File: config.mk
export PLATFORM = sky130hd
export DESIGN_NAME = snes_loader_top
export DESIGN_NICKNAME = d
export VERILOG_FILES = /design/src/hw/snes_loader_pkg.sv /design/src/hw/ioctl_if.sv /design/src/hw/backup_sector_seq.sv /design/src/hw/cart_header_decode.sv /design/src/hw/cheat_code_assembler.sv /design/src/hw/core_reset_gen.sv /design/src/hw/snes_loader_top.sv /design/src/hw/wram_clear_seq.sv
export SDC_FILE = /design/constraint.sdc
export NUM_CORES = 1
export LEC_CHECK = 0
export ABC_AREA = 1
export BUFFER_PORTS_ARGS = -buffer_cell sky130_fd_sc_hd__buf_2
export CORE_MARGIN = 2
export CORE_UTILIZATION = 50
export DETAILED_ROUTE_END_ITERATION = 8
export GPL_TIMING_DRIVEN = 0
export PLACE_DENSITY = 0.89
export SKIP_CTS_REPAIR_TIMING = 1
export SYNTH_ARGS = -nofsm -noshare
export SYNTH_HDL_FRONTEND = slang
export SYNTH_SLANG_ARGS = --single-unit
File: constraint.sdc
create_clock -name clk_sys -period 7.3 [get_ports clk_sys]
set_clock_uncertainty 0.2 [all_clocks]
set_input_delay 0.73 -clock clk_sys [delete_from_list [all_inputs] [get_ports clk_sys]]
set_output_delay 0.73 -clock clk_sys [all_outputs]
set_load 0.01 [all_outputs]
File: src/hw/snes_loader_pkg.sv
/*
 * Shared constants and types for the SNES cartridge loader.
 * Header addresses include the 512-byte copier header and are byte addresses
 * within the 25-bit download address space.
 */
package snes_loader_pkg;

	// Download stream indices
	localparam logic [7:0] IDX_CART = 8'h00;
	localparam logic [7:0] IDX_CODE = 8'hFF;

	// ========================================================================
	// Internal header locations
	// ========================================================================
	localparam logic [24:0] COPIER_HDR  = 25'd512;
	localparam logic [24:0] HDR_LOROM   = 25'h007FD6 + COPIER_HDR;
	localparam logic [24:0] HDR_HIROM   = 25'h00FFD6 + COPIER_HDR;
	localparam logic [24:0] HDR_EXHIROM = 25'h40FFD6 + COPIER_HDR;

	// Header mode selection as set from the OSD
	typedef enum logic [2:0] {
		MODE_AUTO    = 3'd0,
		MODE_NONE    = 3'd1,
		MODE_LOROM   = 3'd2,
		MODE_HIROM   = 3'd3,
		MODE_EXHIROM = 3'd4
	} header_mode_e;

	// Fill patterns, pairs hold {pattern when clear, pattern when set}
	localparam logic [15:0] FILL_9966 = 16'h9966;
	localparam logic [15:0] FILL_00FF = 16'h00FF;
	localparam logic [7:0]  FILL_55   = 8'h55;
	localparam logic [7:0]  FILL_FF   = 8'hFF;

	// One download word, seen as the first word or as a header size word
	typedef union packed {
		struct packed {
			logic [7:0] rom_type;
			logic [3:0] ram_size;
			logic [3:0] rom_size;
		} first;
		struct packed {
			logic [3:0] unused_hi;
			logic [3:0] size_hi;
			logic [3:0] unused_lo;
			logic [3:0] size_lo;
		} info;
	} ioctl_word_u;

	localparam int CHEAT_W = 129;

endpackage

File: src/hw/ioctl_if.sv
/*
 * Download stream from the host.
 * A word is valid only in the cycle where wr is high.
 */
`timescale 1ns/1ps

interface ioctl_if;

	logic        download;
	logic [7:0]  index;
	logic [24:0] addr;
	logic [15:0] dout;
	logic        wr;

	// Host side
	modport producer (output download, index, addr, dout, wr);

	// Stream decoders and the RAM clear
	modport decoder (input download, index, addr, dout, wr);

endinterface

File: src/hw/backup_sector_seq.sv
/*
 * Backup RAM load and save through the SD sector port, 512 bytes per sector.
 * Sector count follows ram_mask and is capped by BSRAM_BITS.
 * sd_rd/sd_wr drop on the rising edge of sd_ack, the sector steps on its falling edge.
 */
`timescale 1ns/1ps

module backup_sector_seq #(
	parameter int BSRAM_BITS = 17
) (
	input  logic        clk_sys,
	input  logic        RESET,
	input  logic        cart_download,
	input  logic        img_mounted,
	input  logic        img_readonly,
	input  logic [63:0] img_size,
	input  logic [23:0] ram_mask,
	input  logic        osd_status,
	input  logic        autosave,
	input  logic        load_req,
	input  logic        save_req,
	input  logic        bsram_we,
	input  logic        sd_ack,
	output logic [31:0] sd_lba,
	output logic        sd_rd,
	output logic        sd_wr,
	output logic        bk_ena,
	output logic        bk_pending,
	output logic        bk_busy,
	output logic        bk_loading
);

	localparam logic [31:0] MAX_SECTOR = (32'd1 << (BSRAM_BITS - 9)) - 32'd1;

	logic old_dl;
	logic old_load;
	logic old_save;
	logic old_ack;
	logic save_cond;
	logic load_go;
	logic save_go;
	logic dl_done_go;
	logic last_sector;

	// Autosave fires when the OSD opens with unsaved writes
	assign save_cond   = save_req | (bk_pending & osd_status & autosave);
	assign load_go     = load_req & bk_ena & ~old_load;
	assign save_go     = save_cond & bk_ena & ~old_save;
	assign dl_done_go  = old_dl & ~cart_download & (|img_size) & bk_ena;
	assign last_sector = (sd_lba >= 32'(ram_mask[23:9])) || (sd_lba == MAX_SECTOR);

	always_ff @(posedge clk_sys) begin
		if (RESET) begin
			old_dl     <= 1'b0;
			old_load   <= 1'b0;
			old_save   <= 1'b0;
			old_ack    <= 1'b0;
			bk_ena     <= 1'b0;
			bk_pending <= 1'b0;
			bk_busy    <= 1'b0;
			bk_loading <= 1'b0;
			sd_rd      <= 1'b0;
			sd_wr      <= 1'b0;
			sd_lba     <= '0;
		end else begin
			old_dl   <= cart_download;
			old_load <= load_req & bk_ena;
			old_save <= save_cond & bk_ena;
			old_ack  <= sd_ack;

			// Image is mounted by the time the download runs
			if (~old_dl & cart_download)
				bk_ena <= 1'b0;
			if (cart_download & img_mounted & ~img_readonly)
				bk_ena <= |ram_mask;

			if (bk_ena & ~osd_status & bsram_we)
				bk_pending <= 1'b1;
			else if (bk_busy | ~bk_ena)
				bk_pending <= 1'b0;

			if (~old_ack & sd_ack) begin
				sd_rd <= 1'b0;
				sd_wr <= 1'b0;
			end

			if (!bk_busy) begin
				if (load_go | save_go | dl_done_go) begin
					bk_busy    <= 1'b1;
					bk_loading <= load_go | dl_done_go;
					sd_lba     <= '0;
					sd_rd      <= load_go | dl_done_go;
					sd_wr      <= ~(load_go | dl_done_go);
				end
			end else if (old_ack & ~sd_ack) begin
				if (last_sector) begin
					bk_busy    <= 1'b0;
					bk_loading <= 1'b0;
				end else begin
					sd_lba <= sd_lba + 32'd1;
					sd_rd  <= bk_loading;
					sd_wr  <= ~bk_loading;
				end
			end
		end
	end

endmodule

File: src/hw/cart_header_decode.sv
/*
 * Cartridge header detection from the download stream.
 * Sizes come from word 0 in auto mode, or from the internal header in forced
 * mappings. Region is frozen while a cartridge is downloading.
 */
`timescale 1ns/1ps

module cart_header_decode (
	input  logic                         clk_sys,
	input  logic                         RESET,
	ioctl_if.decoder                     io,
	input  snes_loader_pkg::header_mode_e header_mode,
	input  logic [1:0]                   region_mode,
	output logic                         cart_download,
	output logic [7:0]                   rom_type,
	output logic [23:0]                  rom_mask,
	output logic [23:0]                  ram_mask,
	output logic                         pal
);

	import snes_loader_pkg::*;

	ioctl_word_u word;
	logic        hdr_wr;
	logic        hdr_forced;
	logic [24:0] hdr_base;
	logic [3:0]  rom_size;
	logic [3:0]  ram_size;
	logic [3:0]  rom_size_nxt;
	logic [3:0]  ram_size_nxt;
	logic        rom_region;

	assign word          = io.dout;
	assign cart_download = io.download & (io.index[5:0] == IDX_CART[5:0]);
	assign hdr_wr        = cart_download & io.wr;

	// Header word location for the forced mappings
	always_comb begin
		hdr_forced = 1'b1;
		case (header_mode)
			MODE_LOROM:   hdr_base = HDR_LOROM;
			MODE_HIROM:   hdr_base = HDR_HIROM;
			MODE_EXHIROM: hdr_base = HDR_EXHIROM;
			default: begin
				hdr_base   = '0;
				hdr_forced = 1'b0;
			end
		endcase
	end

	// Sizes after this word, so the masks follow one cycle later
	always_comb begin
		rom_size_nxt = rom_size;
		ram_size_nxt = ram_size;
		if (io.addr == '0) begin
			rom_size_nxt = 4'hC;
			ram_size_nxt = 4'h0;
			if (header_mode == MODE_AUTO && word.first[7:0] != 8'h00) begin
				rom_size_nxt = word.first.rom_size;
				ram_size_nxt = word.first.ram_size;
			end
		end
		if (hdr_forced && io.addr == hdr_base)
			rom_size_nxt = word.info.size_hi;
		if (hdr_forced && io.addr == hdr_base + 25'd2)
			ram_size_nxt = word.info.size_lo;
	end

	always_ff @(posedge clk_sys) begin
		if (RESET) begin
			rom_size   <= '0;
			ram_size   <= '0;
			rom_type   <= '0;
			rom_mask   <= '0;
			ram_mask   <= '0;
			rom_region <= 1'b0;
			pal        <= 1'b0;
		end else begin
			if (hdr_wr) begin
				rom_size <= rom_size_nxt;
				ram_size <= ram_size_nxt;
				rom_mask <= (24'd1024 << rom_size_nxt) - 24'd1;
				ram_mask <= (ram_size_nxt != 4'h0) ? (24'd1024 << ram_size_nxt) - 24'd1 : 24'd0;
				if (io.addr == '0) begin
					case (header_mode)
						MODE_NONE, MODE_LOROM: rom_type <= 8'd0;
						MODE_HIROM:            rom_type <= 8'd1;
						MODE_EXHIROM:          rom_type <= 8'd2;
						default:               rom_type <= word.first.rom_type;
					endcase
				end
				// Region flag sits in bit 8 of the second word
				if (io.addr == 25'd2)
					rom_region <= word.info.size_hi[0];
			end
			if (!cart_download)
				pal <= (region_mode == 2'd0) ? rom_region : region_mode[1];
		end
	end

endmodule

File: src/hw/cheat_code_assembler.sv
/*
 * Builds 129-bit cheat codes from eight-word records.
 * Bit 128 strobes for one cycle once offset 14 has been written.
 */
`timescale 1ns/1ps

module cheat_code_assembler (
	input  logic                            clk_sys,
	input  logic                            RESET,
	ioctl_if.decoder                        io,
	input  logic                            cart_download,
	output logic [snes_loader_pkg::CHEAT_W-1:0] gg_code,
	output logic                            gg_reset
);

	import snes_loader_pkg::*;

	logic               code_wr;
	logic               gg_strobe;
	logic [CHEAT_W-2:0] gg_data;

	assign code_wr  = io.download & (io.index == IDX_CODE) & io.wr;
	assign gg_reset = cart_download | (code_wr & (io.addr == '0));
	assign gg_code  = {gg_strobe, gg_data};

	// Layout {flags, address, compare, replace}, low word first per field
	always_ff @(posedge clk_sys) begin
		if (code_wr) begin
			case (io.addr[3:0])
				4'd0:    gg_data[111:96]  <= io.dout;
				4'd2:    gg_data[127:112] <= io.dout;
				4'd4:    gg_data[79:64]   <= io.dout;
				4'd6:    gg_data[95:80]   <= io.dout;
				4'd8:    gg_data[47:32]   <= io.dout;
				4'd10:   gg_data[63:48]   <= io.dout;
				4'd12:   gg_data[15:0]    <= io.dout;
				4'd14:   gg_data[31:16]   <= io.dout;
				default: ;
			endcase
		end
	end

	always_ff @(posedge clk_sys) begin
		if (RESET)
			gg_strobe <= 1'b0;
		else
			gg_strobe <= code_wr & (io.addr[3:0] == 4'd14);
	end

endmodule

File: src/hw/core_reset_gen.sv
/*
 * Core reset and refresh at quarter clock rate, plus the activity LED.
 * Reset release lags the sources by 1 to 4 cycles.
 */
`timescale 1ns/1ps

module core_reset_gen (
	input  logic clk_sys,
	input  logic RESET,
	input  logic user_reset,
	input  logic cart_download,
	input  logic bk_loading,
	input  logic fill_wr,
	input  logic bk_pending,
	input  logic autosave,
	output logic core_reset_n,
	output logic refresh,
	output logic led_user
);

	logic [1:0] div;
	logic       reset_any;

	// Core is held while anything rewrites its memories
	assign reset_any = RESET | user_reset | cart_download | bk_loading | fill_wr;
	assign led_user  = cart_download | (autosave & bk_pending);

	always_ff @(posedge clk_sys) begin
		if (RESET) begin
			div          <= '0;
			refresh      <= 1'b0;
			core_reset_n <= 1'b0;
		end else begin
			div     <= div + 2'd1;
			refresh <= (div == 2'd0);
			if (div == 2'd2)
				core_reset_n <= ~reset_any;
		end
	end

endmodule

File: src/hw/snes_loader_top.sv
/*
 * Cartridge loader top level with plain ports.
 * Memories are external; only fill and sector requests leave this block.
 */
`timescale 1ns/1ps

module snes_loader_top #(
	parameter int FILL_BITS  = 17,
	parameter int BSRAM_BITS = 17
) (
	input  logic                                clk_sys,
	input  logic                                RESET,
	// Download stream
	input  logic                                ioctl_download,
	input  logic [7:0]                          ioctl_index,
	input  logic [24:0]                         ioctl_addr,
	input  logic [15:0]                         ioctl_dout,
	input  logic                                ioctl_wr,
	// Options
	input  snes_loader_pkg::header_mode_e        header_mode,
	input  logic [1:0]                          region_mode,
	input  logic [1:0]                          wram_init,
	input  logic                                user_reset,
	input  logic                                autosave,
	input  logic                                osd_status,
	input  logic                                load_req,
	input  logic                                save_req,
	input  logic                                bsram_we,
	// Image and SD sector port
	input  logic                                img_mounted,
	input  logic                                img_readonly,
	input  logic [63:0]                         img_size,
	input  logic                                sd_ack,
	output logic [31:0]                         sd_lba,
	output logic                                sd_rd,
	output logic                                sd_wr,
	// Results
	output logic [7:0]                          rom_type,
	output logic [23:0]                         rom_mask,
	output logic [23:0]                         ram_mask,
	output logic                                pal,
	output logic [snes_loader_pkg::CHEAT_W-1:0] gg_code,
	output logic                                gg_reset,
	output logic [FILL_BITS-1:0]                fill_addr,
	output logic                                fill_wr,
	output logic [7:0]                          fill_data,
	output logic                                bk_ena,
	output logic                                bk_pending,
	output logic                                bk_busy,
	output logic                                bk_loading,
	output logic                                core_reset_n,
	output logic                                refresh,
	output logic                                led_user
);

	logic cart_download;

	ioctl_if io ();

	assign io.download = ioctl_download;
	assign io.index    = ioctl_index;
	assign io.addr     = ioctl_addr;
	assign io.dout     = ioctl_dout;
	assign io.wr       = ioctl_wr;

	// ========================================================================
	// Decode
	// ========================================================================
	cart_header_decode u_cart_header_decode (
		.clk_sys(clk_sys), .RESET(RESET), .io(io.decoder),
		.header_mode(header_mode), .region_mode(region_mode),
		.cart_download(cart_download), .rom_type(rom_type),
		.rom_mask(rom_mask), .ram_mask(ram_mask), .pal(pal)
	);

	cheat_code_assembler u_cheat_code_assembler (
		.clk_sys(clk_sys), .RESET(RESET), .io(io.decoder),
		.cart_download(cart_download), .gg_code(gg_code), .gg_reset(gg_reset)
	);

	// ========================================================================
	// Execute
	// ========================================================================
	wram_clear_seq #(.FILL_BITS(FILL_BITS)) u_wram_clear_seq (
		.clk_sys(clk_sys), .RESET(RESET), .io(io.decoder),
		.cart_download(cart_download), .wram_init(wram_init),
		.fill_addr(fill_addr), .fill_wr(fill_wr), .fill_data(fill_data)
	);

	backup_sector_seq #(.BSRAM_BITS(BSRAM_BITS)) u_backup_sector_seq (
		.clk_sys(clk_sys), .RESET(RESET), .cart_download(cart_download),
		.img_mounted(img_mounted), .img_readonly(img_readonly), .img_size(img_size),
		.ram_mask(ram_mask), .osd_status(osd_status), .autosave(autosave),
		.load_req(load_req), .save_req(save_req), .bsram_we(bsram_we),
		.sd_ack(sd_ack), .sd_lba(sd_lba), .sd_rd(sd_rd), .sd_wr(sd_wr),
		.bk_ena(bk_ena), .bk_pending(bk_pending), .bk_busy(bk_busy),
		.bk_loading(bk_loading)
	);

	// ========================================================================
	// Result
	// ========================================================================
	core_reset_gen u_core_reset_gen (
		.clk_sys(clk_sys), .RESET(RESET), .user_reset(user_reset),
		.cart_download(cart_download), .bk_loading(bk_loading), .fill_wr(fill_wr),
		.bk_pending(bk_pending), .autosave(autosave),
		.core_reset_n(core_reset_n), .refresh(refresh), .led_user(led_user)
	);

endmodule

File: src/hw/wram_clear_seq.sv
/*
 * Clears work RAM once at the start of every cartridge download.
 * Fill runs for 2^FILL_BITS cycles; FILL_BITS must be at least 10.
 */
`timescale 1ns/1ps

module wram_clear_seq #(
	parameter int FILL_BITS = 17
) (
	input  logic                 clk_sys,
	input  logic                 RESET,
	ioctl_if.decoder             io,
	input  logic                 cart_download,
	input  logic [1:0]           wram_init,
	output logic [FILL_BITS-1:0] fill_addr,
	output logic                 fill_wr,
	output logic [7:0]           fill_data
);

	import snes_loader_pkg::*;

	logic dl_prev;
	logic start;

	// New transfer, cart_download already qualifies the index
	assign start = cart_download & ~dl_prev;

	always_ff @(posedge clk_sys) begin
		if (RESET) begin
			dl_prev   <= 1'b0;
			fill_wr   <= 1'b0;
			fill_addr <= '0;
		end else begin
			dl_prev <= io.download;
			if (start)
				fill_wr <= 1'b1;
			if (&fill_addr)
				fill_wr <= 1'b0;
			fill_addr <= fill_wr ? fill_addr + 1'b1 : '0;
		end
	end

	// Power-on patterns of the various console revisions
	always_comb begin
		case (wram_init)
			2'd0:    fill_data = (fill_addr[8] ^ fill_addr[2]) ? FILL_9966[7:0] : FILL_9966[15:8];
			2'd1:    fill_data = (fill_addr[9] ^ fill_addr[0]) ? FILL_00FF[7:0] : FILL_00FF[15:8];
			2'd2:    fill_data = FILL_55;
			default: fill_data = FILL_FF;
		endcase
	end

endmodule

==> results.ini <==
[timing]
slew_violations=0
rsz0062_at_grt=no
post-route-period-util_pct=42.88
period_minus_slack_ns=3.130
tightest_slew_ns=1.032
fin_setup_tns_ns=0
max_slew_margin_pct=31.15
setup-violations-final=0
hold_viol=0
max_freq_mhz=319.5

[worst_setup_path]
rr_startpoint=u_cart_header_decode.ram_mask[9]
critPathMaxStageDelay_ns=0.60
worst_ep_required_time_ns=7.49
worstReg2RegEnd=u_backup_sector_seq.sd_lba[9]
crit_arrival_ns=3.32
critPathKind=reg -> reg
path_cells=ha_1 > inv_1 > a21boi_0 > o21bai_1 > nand2_1 > nand4_1 > nand2_1 > nand2_1 > nand2_1 > nand2_1 > nand2_1 > o21ai_2 > nand2_1 > clkbuf_1 > nand2_1 > a21oi_1
rrSetupSlack_ns=4.17
crit_path_start_kind=register
critPathCaptureType=register
crit_path_top_delay_cell=dfxtp_1
crit_fanout=13
ff2ff_path_depth=16
crit_top_cell=nand2_1

[synth]
ys_warn_count=0
yosysTopAreaCell=edfxtp_1
syn_inst=1123
yosysUniqueCellTypes=48
netlist_area_um2=10500
synth_common_cells=nand2_1, nor2_1, edfxtp_1
synthTopCellsByArea=edfxtp_1, dfxtp_1, nand2_1
synth_most_common_cell=nand2_1
synth_edf_count=128
yosys.area.top_type_share_pct=36.62
ys_ff_latch=242
syn_area_per_cell_um2=9.346
synth-seq-area-share_pct=58.37
syn_nets=1278
synth_flop_cell=edfxtp_1
ys_async_sr_fraction_pct=0

[drt]
vias_per_cell=5.157
drc=0
first_pass_iters=7
wl_per_cell_um=16.22
drt-total-wl_mm=29.66
antenna_left=0
vias=9432
drt_iter0_drc=539

[pwr]
pwr_density_cell_nw_per_um2=207.7
vdd_drop_max_mv=0.2011
switching_share_pct=20.38
internal-power_w=0.002260
p_switching_w=0.0005784
clock_power_share_pct=45.4
share_comb_of_total_power_pct=4.0
seq_power_share_pct=50.6
p_leak_nw=6.059

[floorplanning]
die_height_um=148.9
fp-row-count=53
start_util_pct=50.40
io_pins=387
die_x_um=148.9
dieArea_um2=22170
coreArea_um2=20820

[place]
place_inst=1786
dp_hpwl_mm=22.45
place_congestion=0.8979
io_buffers=385

[cts]
root_buffer=clkbuf_16
clkLatencyLatePin_ns=0.52
clock_path_buffers=3
clkTransAtPathRegs_ns=0.06
numCtsBuffers=25
cts_tree=done
htreeDepth=1
cts.sinks=242

[min_path]
hold_end=u_core_reset_gen.div[0]
min-delay-start=u_core_reset_gen.div[0]
hold_class=reg -> reg
hold_path_depth=1

[layout]
n_antenna_cell=0
area_growth_pct=30.21
fin_cells=1829
nNetsFinal=1693
final_util_pct=65.63
fill_cells=1649
drive_gt1_share_pct=32.56

[global_route]
grt.overflow.total=0
grt_max_degree=17
grt_pass1_wl_mm=45.80
track_usage_pct=26.22
grt_pass1_vias=8892
antenna_found_initial=0

[run]
cap_violations=0

[outcome]
status=finished, final reports clean

==> power groups by stage <==
stage | registers, W | logic (W) | clock network [W]
detailed placement | 0.00146 | 0.000114 | 0
finish | 0.00144 | 0.000115 | 0.00129
CTS | 0.00144 | 0.000115 | 0.00131
global placement | 0.00146 | 0.000111 | 0
global route | 0.00143 | 0.000129 | 0.00136
floorplan | 0.00147 | 0.0000432 | 0
==> worst max-delay path by stage <==
stage                                      from                            endpoint
6_report       u_cart_header_decode.ram_mask[9]       u_backup_sector_seq.sd_lba[9]
5_1_grt        u_cart_header_decode.ram_mask[9]       u_backup_sector_seq.sd_lba[9]
4_1_cts        u_cart_header_decode.ram_mask[9]      u_backup_sector_seq.sd_lba[15]
3_5_place_dp                     header_mode[2]   u_cart_header_decode.rom_mask[14]
3_3_place_gp                           ioctl_wr  u_cheat_code_assembler.gg_data[10]
2_1_floorplan                    ioctl_download  u_cheat_code_assembler.gg_data[16]
==> cell usage in the layout, fill, tap and decap left out, drive strengths merged, types with 42 or more instances in the layout <==
cell type,Yosys,routed
nor2,156,156
nand3,65,65
dfxtp,114,114
buf,26,414
edfxtp,128,128
a21oi,75,75
nand2,228,228
clkbuf,22,52
inv,128,129
o21ai,42,42
==> metal layers <==
layer / GRT usage (%) / vias to the layer above / part of all wire [%] / routed length (um)
met4: 9.095 / 0 / 3.1 / 934
met2: 46.34 / 458 / 49 / 14490
met5: 0 / - / 0 / 0
met3: 5.321 / 73 / 8.5 / 2521
met1: 31.97 / 4319 / 39 / 11720
li1: - / 4582 / - / -
==> cells by family after synthesis <==
kind of cell / share of synthesized area (%)
simple gates: 22.68
compound gates: 7.403
xor+xnor: 1.252
fa+ha+maj: 2.623
buf+inv: 7.678
flops: 58.37
==> critical path, delay by kind of cell (launching register included) <==
kind | cells | cell delay (ns)
flops | 1 | 0.60
fa+ha+maj | 1 | 0.33
buf+inv | 2 | 0.35
simple gates | 9 | 0.89
compound gates | 4 | 0.62
==> layout make-up <==
class	count	area, um2	share of cell area [%]
Inverter	128	483.0	3.534
Clock inverter	13	182.7	1.337
Sequential cell	242	6126	44.83
Clock buffer	30	654.4	4.789
Multi-Input combinational cell	705	3588	26.26
Timing Repair Buffer	388	1964	14.37
Tap cell	275	344.1	2.518
Buffer	48	322.8	2.362
==> registers in the layout, summed over array words and instances, names as in the netlist, 2 cells and up <==
signal,flops
u_wram_clear_seq.fill_addr,17
u_cart_header_decode.ram_size,4
u_core_reset_gen.div,2
u_cheat_code_assembler.gg_data,128
u_cart_header_decode.rom_mask,15
u_cart_header_decode.rom_size,4
u_cart_header_decode.rom_type,8
u_backup_sector_seq.sd_lba,32
u_cart_header_decode.ram_mask,15
==> metrics by stage <==
| step | hold WS (ns) | power [W] | setup WS [ns] | instance area, um2 |
|---|---|---|---|---|
| floorplan | 0.1925 | 0.001509 | 4.322 | 10500 |
| global placement | 0.2010 | 0.001575 | 2.974 | 12770 |
| detailed placement | 0.2084 | 0.001579 | 3.830 | 12830 |
| CTS | 0.2246 | 0.002856 | 4.175 | 13670 |
| global route | 0.2591 | 0.002928 | 3.885 | 13670 |
| finish | 0.2299 | 0.002838 | 4.170 | 13670 |
No activity file was read; power rests on OpenSTA's default activity.
